--- src/design/ecc_pkg.sv ---
package ecc_pkg;

    // ******************************
    // Code geometry
    // ******************************

    localparam int DATA_W    = 118;
    localparam int PARITY_W  = 8;
    // Check bits below the overall parity bit
    localparam int HAMMING_W = PARITY_W - 1;

    typedef logic [DATA_W-1:0]   data_t;
    typedef logic [PARITY_W-1:0] parity_t;
    typedef logic [PARITY_W-1:0] syndrome_t;

    typedef enum logic [1:0] {
        ERR_NONE   = 2'b00,
        ERR_SINGLE = 2'b01,
        ERR_DOUBLE = 2'b10
    } err_class_t;

    // ******************************
    // Column code of a data bit
    // ******************************

    // Low bits walk the values 3, 5, 6, 7, 9, ... skipping powers of two,
    // so no data column can alias a single check-bit error.
    // Top bit makes every column odd weight, which keeps any two-bit
    // error at an even, nonzero syndrome.
    function automatic parity_t ecc_column(input int unsigned idx);
        int unsigned           cnt;
        logic [HAMMING_W-1:0]  code;
        cnt  = 0;
        code = '0;
        for (int unsigned v = 3; v < 2**HAMMING_W; v++) begin
            if ((v & (v - 1)) != 0) begin
                if (cnt == idx) begin
                    code = HAMMING_W'(v);
                end
                cnt++;
            end
        end
        return {~^code, code};
    endfunction

endpackage
--- src/design/ecc_118_top.sv ---
`timescale 1ns/1ps

module ecc_118_top
    import ecc_pkg::*;
(
    input  logic    clk,
    input  logic    rst_n,

    input  logic    in_valid,
    input  data_t   data_in,
    input  parity_t parity_in,
    input  logic    bypass,

    output logic    out_valid,
    output data_t   data_out,
    output parity_t parity_out,
    output logic    sbit_err,
    output logic    dbit_err
);

    logic      s1_valid;
    data_t     s1_data;
    parity_t   s1_parity;
    syndrome_t s1_syndrome;
    logic      s1_bypass;

    // ******************************
    // Stage 1, encode and syndrome
    // ******************************

    ecc_syndrome_stage i_syndrome_stage (
        .clk         (clk),
        .rst_n       (rst_n),
        .in_valid    (in_valid),
        .data_in     (data_in),
        .parity_in   (parity_in),
        .bypass      (bypass),
        .s1_valid    (s1_valid),
        .s1_data     (s1_data),
        .s1_parity   (s1_parity),
        .s1_syndrome (s1_syndrome),
        .s1_bypass   (s1_bypass)
    );

    // ******************************
    // Stage 2, decode and correct
    // ******************************

    ecc_correct_stage i_correct_stage (
        .clk         (clk),
        .rst_n       (rst_n),
        .s1_valid    (s1_valid),
        .s1_data     (s1_data),
        .s1_parity   (s1_parity),
        .s1_syndrome (s1_syndrome),
        .s1_bypass   (s1_bypass),
        .out_valid   (out_valid),
        .data_out    (data_out),
        .parity_out  (parity_out),
        .sbit_err    (sbit_err),
        .dbit_err    (dbit_err)
    );

endmodule

--- src/design/ecc_correct_stage.sv ---
`timescale 1ns/1ps

module ecc_correct_stage
    import ecc_pkg::*;
(
    input  logic      clk,
    input  logic      rst_n,

    input  logic      s1_valid,
    input  data_t     s1_data,
    input  parity_t   s1_parity,
    input  syndrome_t s1_syndrome,
    input  logic      s1_bypass,

    output logic      out_valid,
    output data_t     data_out,
    output parity_t   parity_out,
    output logic      sbit_err,
    output logic      dbit_err
);

    data_t      flip_mask;
    logic       data_hit;
    logic       check_hit;
    err_class_t err_class;
    data_t      corrected;
    logic       sbit_next;
    logic       dbit_next;

    // ******************************
    // Syndrome decode
    // ******************************

    // A data bit is in error when the syndrome is its column
    for (genvar i = 0; i < DATA_W; i++) begin : g_flip
        localparam parity_t COL = ecc_column(i);

        assign flip_mask[i] = (s1_syndrome == COL);
    end

    assign data_hit = |flip_mask;

    // One-hot syndrome means a check bit itself flipped
    assign check_hit = (s1_syndrome != '0) &&
                       ((s1_syndrome & (s1_syndrome - 1'b1)) == '0);

    always_comb begin
        if (s1_syndrome == '0) begin
            err_class = ERR_NONE;
        end else if (data_hit || check_hit) begin
            err_class = ERR_SINGLE;
        end else begin
            err_class = ERR_DOUBLE;
        end
    end

    // ******************************
    // Correction and flags
    // ******************************

    // Mask is all zero for check-bit and double errors
    assign corrected = s1_bypass ? s1_data : (s1_data ^ flip_mask);

    assign sbit_next = s1_valid && !s1_bypass && (err_class == ERR_SINGLE);
    assign dbit_next = s1_valid && !s1_bypass && (err_class == ERR_DOUBLE);

    always_ff @(posedge clk or negedge rst_n) begin
        if (!rst_n) begin
            out_valid <= 1'b0;
            sbit_err  <= 1'b0;
            dbit_err  <= 1'b0;
        end else begin
            out_valid <= s1_valid;
            sbit_err  <= sbit_next;
            dbit_err  <= dbit_next;
        end
    end

    always_ff @(posedge clk) begin
        if (s1_valid) begin
            data_out   <= corrected;
            parity_out <= s1_parity;
        end
    end

endmodule

--- src/design/ecc_syndrome_stage.sv ---
`timescale 1ns/1ps

module ecc_syndrome_stage
    import ecc_pkg::*;
(
    input  logic      clk,
    input  logic      rst_n,

    input  logic      in_valid,
    input  data_t     data_in,
    input  parity_t   parity_in,
    input  logic      bypass,

    output logic      s1_valid,
    output data_t     s1_data,
    output parity_t   s1_parity,
    output syndrome_t s1_syndrome,
    output logic      s1_bypass
);

    parity_t   gen_parity;
    syndrome_t syndrome;

    // ******************************
    // Encode and compare
    // ******************************

    ecc_parity_gen i_parity_gen (
        .data   (data_in),
        .parity (gen_parity)
    );

    // Zero when the stored check bits agree with the word
    assign syndrome = parity_in ^ gen_parity;

    // ******************************
    // Stage 1 registers
    // ******************************

    always_ff @(posedge clk or negedge rst_n) begin
        if (!rst_n) begin
            s1_valid <= 1'b0;
        end else begin
            s1_valid <= in_valid;
        end
    end

    // Payload only moves with a valid word
    always_ff @(posedge clk) begin
        if (in_valid) begin
            s1_data     <= data_in;
            s1_parity   <= gen_parity;
            s1_syndrome <= syndrome;
            s1_bypass   <= bypass;
        end
    end

endmodule

--- src/design/ecc_parity_gen.sv ---
`timescale 1ns/1ps

module ecc_parity_gen
    import ecc_pkg::*;
(
    input  data_t   data,
    output parity_t parity
);

    // Data bits that feed check bit k
    function automatic data_t check_mask(input int unsigned k);
        data_t   mask;
        parity_t col;
        mask = '0;
        for (int unsigned i = 0; i < DATA_W; i++) begin
            col = ecc_column(i);
            mask[i] = col[k];
        end
        return mask;
    endfunction

    // ******************************
    // One XOR tree per check bit
    // ******************************

    for (genvar k = 0; k < PARITY_W; k++) begin : g_check
        localparam data_t MASK = check_mask(k);

        assign parity[k] = ^(data & MASK);
    end

endmodule

--- config.mk ---
export PLATFORM = sky130hd
export DESIGN_NAME = ecc_118_top
export DESIGN_NICKNAME = d
export VERILOG_FILES = /design/src/design/ecc_pkg.sv /design/src/design/ecc_118_top.sv /design/src/design/ecc_correct_stage.sv /design/src/design/ecc_syndrome_stage.sv /design/src/design/ecc_parity_gen.sv
export SDC_FILE = /design/constraint.sdc
export NUM_CORES = 1
export LEC_CHECK = 0
export ABC_AREA = 1
export BUFFER_PORTS_ARGS = -buffer_cell sky130_fd_sc_hd__buf_4
export CAP_MARGIN = 20
export CORE_ASPECT_RATIO = 0.75
export CORE_MARGIN = 2
export CORE_UTILIZATION = 38
export CTS_BUF_LIST = sky130_fd_sc_hd__clkbuf_16
export CTS_CLUSTER_SIZE = 10
export DETAILED_ROUTE_END_ITERATION = 12
export PLACE_DENSITY = 0.64
export REMOVE_ABC_BUFFERS = 1
export SYNTH_ARGS = -nofsm -noshare
export SYNTH_HDL_FRONTEND = slang
export SYNTH_SLANG_ARGS = --single-unit
--- constraint.sdc ---
create_clock -name clk -period 5.1 [get_ports clk]
set_clock_uncertainty 0.05 [all_clocks]
set_input_delay 0.255 -clock clk [delete_from_list [all_inputs] [get_ports clk]]
set_output_delay 0.255 -clock clk [all_outputs]
set_load 0.005 [all_outputs]
Word-level counts from Yosys, hierarchy flattened

Cells that the tools add are included.
Widths: inputs -> output; s select.

Bits in registers: 265

Add/sub/neg operators: 1
Equal/unequal tests: 120
Mux-type cells: 3
Bitwise logic cells: 3
Reductions and logical operators: 18

Operator list:

| operator            | number |
|---|---|
| $reduce_xor 118->1  | 8 |
| $eq 8x8->1 const B  | 62 |
| $eq 8x7->1 const B  | 30 |
| $eq 8x6->1 const B  | 15 |
| $mux 118            | 1 |
| $reduce_or 118->1   | 1 |
| $xor 118x118->118   | 1 |
| $eq 8x5->1 const B  | 7 |
| $eq 8x4->1 const B  | 3 |
| $logic_not 8->1     | 2 |
| $and 8x8->8         | 1 |
| $eq 8x3->1 const B  | 1 |
| $reduce_bool 8->1   | 1 |
| $sub 8x1->8 const B | 1 |
| $xor 8x8->8         | 1 |
| $logic_and 1x1->1   | 4 |
| $mux 2              | 2 |
| $eq 2x1->1 const B  | 1 |
| $eq 2x2->1 const B  | 1 |
| $logic_not 1->1     | 1 |
| $logic_or 1x1->1    | 1 |

Depth between registers and ports, before layout

Depth after elaboration: 9
Gate-level depth with buffers: 19
Depth with buffers taken out: 18

Modules after synthesis

A second synthesis with hierarchy kept.

Cell total of the unflattened synthesis: 2217
Area, all modules: 17186.5 um^2

By module, submodules not included:

| module             | instances | cells an instance | area each (um^2) |
|---|---|---|---|
| ecc_correct_stage  | 1         | 826               | 7086.8 |
| ecc_parity_gen     | 1         | 1215              | 5870.6 |
| ecc_syndrome_stage | 1         | 176               | 4229.1 |

Worst setup path after synthesis

OpenSTA, ideal clock, no wires.

Path kind: register to register
Start: register i_syndrome_stage.s1_valid
End: register i_correct_stage.sbit_err
Library setup time: 90 ps
Data arrival time: 3374 ps
Required time: 4960 ps
Path slack: 1587 ps
Cell stages (with the launch flop): 3
Buffers on the path: 0
Clock period less this slack: 3513 ps
Path through: dfrtp_1 nand3_1 a21oi_1

Longest elaborated chain between the ends: 2

Ends and longest elaborated chain:

| element                             | RTL line                 | text |
|---|---|---|
| start: declaration                  | ecc_syndrome_stage.sv:14 | `output logic s1_valid,` |
| start signal: assignment            | ecc_syndrome_stage.sv:44 | `s1_valid <= in_valid;` |
| $logic_and 1x1->1 (2 in series)     | ecc_correct_stage.sv:64  | `assign sbit_next = s1_valid && !s1_bypass && (err_class == ERR_SINGLE);` |
| named net i_correct_stage.sbit_next | ecc_correct_stage.sv:27  | `logic sbit_next;` |
| end signal: assignment              | ecc_correct_stage.sv:74  | `sbit_err <= sbit_next;` |
| end: declaration                    | ecc_correct_stage.sv:18  | `output logic sbit_err,` |

The timed path passes the listed nets, and every way through them passes these cells.
A chain may end at the register's enable or synchronous reset.

Worst setup path in the final report

Start: input data_in[27]
End: register i_syndrome_stage.s1_syndrome[5] (data pin)

Longest elaborated chain between the ends: 2

Ends and longest elaborated chain:

| element                                | RTL line                 | text |
|---|---|---|
| start: declaration                     | ecc_118_top.sv:10        | `input data_t data_in,` |
| $reduce_xor 118->1                     | ecc_parity_gen.sv:29     | `assign parity[k] = ^(data & MASK);` |
| $xor 8x8->8                            | ecc_syndrome_stage.sv:34 | `assign syndrome = parity_in ^ gen_parity;` |
| named net i_syndrome_stage.syndrome[5] | ecc_syndrome_stage.sv:22 | `syndrome_t syndrome;` |
| end signal: assignment                 | ecc_syndrome_stage.sv:53 | `s1_syndrome <= syndrome;` |
| end: declaration                       | ecc_syndrome_stage.sv:17 | `output syndrome_t s1_syndrome,` |

The timed path passes the listed nets, and every way through them passes these cells.

==> impl_metrics.json <==
{
  "post-cts-setup-buffers": 0,
  "max_slew.worst_pin.slew_ns": 1.01,
  "synth_top_area_share_pct": 46.9,
  "drt-total-wl_mm": 51.8,
  "numCtsBuffers": 34,
  "grt_pass1_wl_mm": 77.8,
  "synth_fa_ha_area_share_pct": 0,
  "worstSetupPathType": "in2reg",
  "crit_path_max_incr_delay_ns": 0.63,
  "seq_area_frac_synth_pct": 47.5,
  "vias": 14800,
  "yosysWarningCount": 0,
  "dpl.hpwl_mm": 40.2,
  "p_per_area_nw_per_um2": 325,
  "die-area_sq_um": 45700,
  "antenna_found_initial": 1,
  "drive_gt1_share_pct": 13.0,
  "worstHoldStart": "parity_in[4]",
  "hold_path.class": "in2reg",
  "critical_path_arrival_ns": 2.59,
  "diodes": 0,
  "io_buffers": 258,
  "syn-cell-area_sq_um": 16700,
  "endpoint_kind": "register",
  "synth_area_leaders": "edfxtp_1 (47%), nand2_1 (20%), xor2_1 (8.2%), inv_1 (6.9%), xnor2_1 (6.6%)",
  "area_delta_synth_final_pct": 28.5,
  "peakVddDrop_v": 0.000172,
  "crit_required_ns": 5.31,
  "crit_slowest_cell": "xor2_1",
  "synth_top_family_by_area": "simple AND/OR/NAND/NOR gates",
  "start_util_pct": 38.5,
  "r2r_start": "i_syndrome_stage.s1_syndrome[2]",
  "place_congestion": 0.953,
  "fp.dieH_um": 186,
  "crit_path_max_fanout": 6,
  "core_sq_um": 43400,
  "synth_compound_area_share_pct": 0.277,
  "synth-simple-area-share_pct": 29.0,
  "period_share_pct": 46.6,
  "ys_types": 27,
  "htree_levels": 2,
  "synthCells": 2117,
  "placementRows": 66,
  "finalPower_uw": 6970,
  "hold_viol": 0,
  "min_period_ns": 2.38,
  "avgRoutedWirePerCell_um": 16.7,
  "ant_nets": 0,
  "worst_setup_path_start_kind": "input pin",
  "grt_max_degree": 95,
  "grt_overflow_total": 0,
  "slew_headroom_pct": 32.4,
  "drv_slew": 0,
  "fin_area_sq_um": 21500,
  "nFillCells": 4118,
  "synth_most_common_cell": "nand2_1",
  "ys.flop_type": "edfxtp_1",
  "ys_ff_latch": 265,
  "post_dp_cell_area_sq_um": 19300,
  "drtIter0Drc": 1351,
  "synthXorXnorAreaFrac_pct": 15.4,
  "status": "finished, final reports clean",
  "rsz0062_at_grt": "false",
  "clock_latency_ns": 0.53,
  "tns_ns": 0,
  "drc": 0,
  "synth_area_per_cell_sq_um": 7.89,
  "drtPass1Iterations": 6,
  "ys_top_cells_by_count": "nand2_1 (873), inv_1 (307), edfxtp_1 (261), nor2_1 (164), xor2_1 (156)",
  "grt_pass1_vias": 13700,
  "setup_ws_ns": 2.72,
  "critical_path.startpoint": "data_in[27]",
  "crit_top_cell": "xor2_1",
  "cts_tree": "yes",
  "fin_nets": 2639,
  "setup_viol": 0,
  "vias_per_cell": 4.77,
  "clk_pin_slew_ns": 0.06,
  "ys_async_sr_fraction_pct": 1.51,
  "crit_chain": "dlygate4sd3_1, buf_4, xnor2_2, xor2_1, xor2_1, xor2_1, inv_1, nand3_1, nand3_1, nand2_1",
  "die_w_um": 246,
  "cts.sinks": 265,
  "dp_slack_ns": 2.84,
  "max_clock_freq_ghz": 0.421,
  "synth-edff-count": 261,
  "io_pins": 259,
  "synthMuxAreaShare_pct": 0,
  "clock-root-buffer": "clkbuf_16",
  "cap_violations": 0,
  "path_buf_inv": 3,
  "yosysTopAreaCell": "edfxtp_1",
  "critical-path-top-delay-family": "XOR/XNOR gates",
  "track_usage_pct": 22.4,
  "clock_path_buffers": 3,
  "p_leak_uw": 0.0103
}
-- where the power goes --
group	switching (uW)	internal (uW)
Clock	897	1230
Sequential	124	2710
Combinational	1270	742
Total	2290	4680
-- path summary, 6_finish.rpt --
| kind | slack (ns) | cells after the start | to |
|---|---|---|---|
| min in group asynchronous | 0.54 | 3 | i_correct_stage.out_valid |
| hold reg to reg | 0.37 | 0 | i_correct_stage.parity_out[2] |
| setup reg to reg | 2.86 | 7 | i_correct_stage.data_out[33] |
| max in group asynchronous | 3.65 | 4 | i_syndrome_stage.s1_valid |
| setup / recovery | 2.72 | 10 | i_syndrome_stage.s1_syndrome[5] |
| hold / removal | 0.03 | 3 | i_syndrome_stage.s1_syndrome[4] |
-- per-stage QoR --
step	hold WS, ns	cells	util (%)
6_report	0.0277	3103	49.5
5_1_grt	0.0281	3103	49.5
4_1_cts	0.0110	3103	49.5
3_5_place_dp	0.0165	2927	44.5
3_3_place_gp	0.0149	2927	44.5
2_1_floorplan	-0.0906	2086	-
-- state kept, by name, indices dropped and copies added, names as in the netlist --
name                          flops
i_syndrome_stage.s1_valid         1
i_correct_stage.parity_out        8
i_correct_stage.dbit_err          1
i_correct_stage.out_valid         1
i_syndrome_stage.s1_data        118
i_syndrome_stage.s1_bypass        1
i_correct_stage.sbit_err          1
i_syndrome_stage.s1_parity        8
i_syndrome_stage.s1_syndrome      8
i_correct_stage.data_out        118
-- final cells by class --
| cell class | instances | area, sq um | share of cell area (%) |
|---|---|---|---|
| flip-flops and latches | 265 | 7940 | 37.0 |
| multi-input cells | 1511 | 7470 | 34.8 |
| repair buffers | 387 | 3220 | 15.0 |
| inverters | 310 | 1160 | 5.43 |
| clock buffers | 35 | 876 | 4.08 |
| well taps | 578 | 723 | 3.37 |
| clock inverters | 17 | 76.3 | 0.356 |
-- cell usage in the layout (no fill, tap or decap), drive strengths merged --
master and instances:
clkbuf 35, a211oi 1, inv 319, nor4 12, nand3b 9, a21oi 3
clkinv 7, nor3 13, dlygate4sd3 124, xor2 157, nand2 885, edfxtp 261
dfrtp 4, nand3 122, buf 263, nand4 7, xnor2 131, nor2 167
o2111ai 1, clkinvlp 1, o21ai 3
-- worst reg2reg max path, stage by stage (launching register included) --
cell and delay (ns):
edfxtp_1 0.46, nor2_1 0.30, nand2_1 0.21, inv_1 0.25, nand2_1 0.13, nor2_1 0.36
xnor2_1 0.18, inv_1 0.05
-- cells by family after synthesis --
| group | after synthesis |
|---|---|
| and+or+nand+nor | 1215 |
| buffers and inverters | 341 |
| xor gates and xnor gates | 288 |
| DFF | 265 |
| AOI/OAI and AO/OA | 8 |
-- repair_timing --
action	in CTS	in global routing
hold endpoints to repair	125	0
hold buffers	124	0
gates resized for setup	0	0
-- layer usage --
| metal | GRT usage, % | routed length, um | share of wire, % |
|---|---|---|---|
| met5 | 0 | 13 | 0.025 |
| met2 | 34.4 | 22300 | 43 |
| met1 | 32.8 | 24300 | 47 |
| met4 | 4.70 | 998 | 1.9 |
| met3 | 4.34 | 4180 | 8.1 |
(Power assumes the default switching activity.)
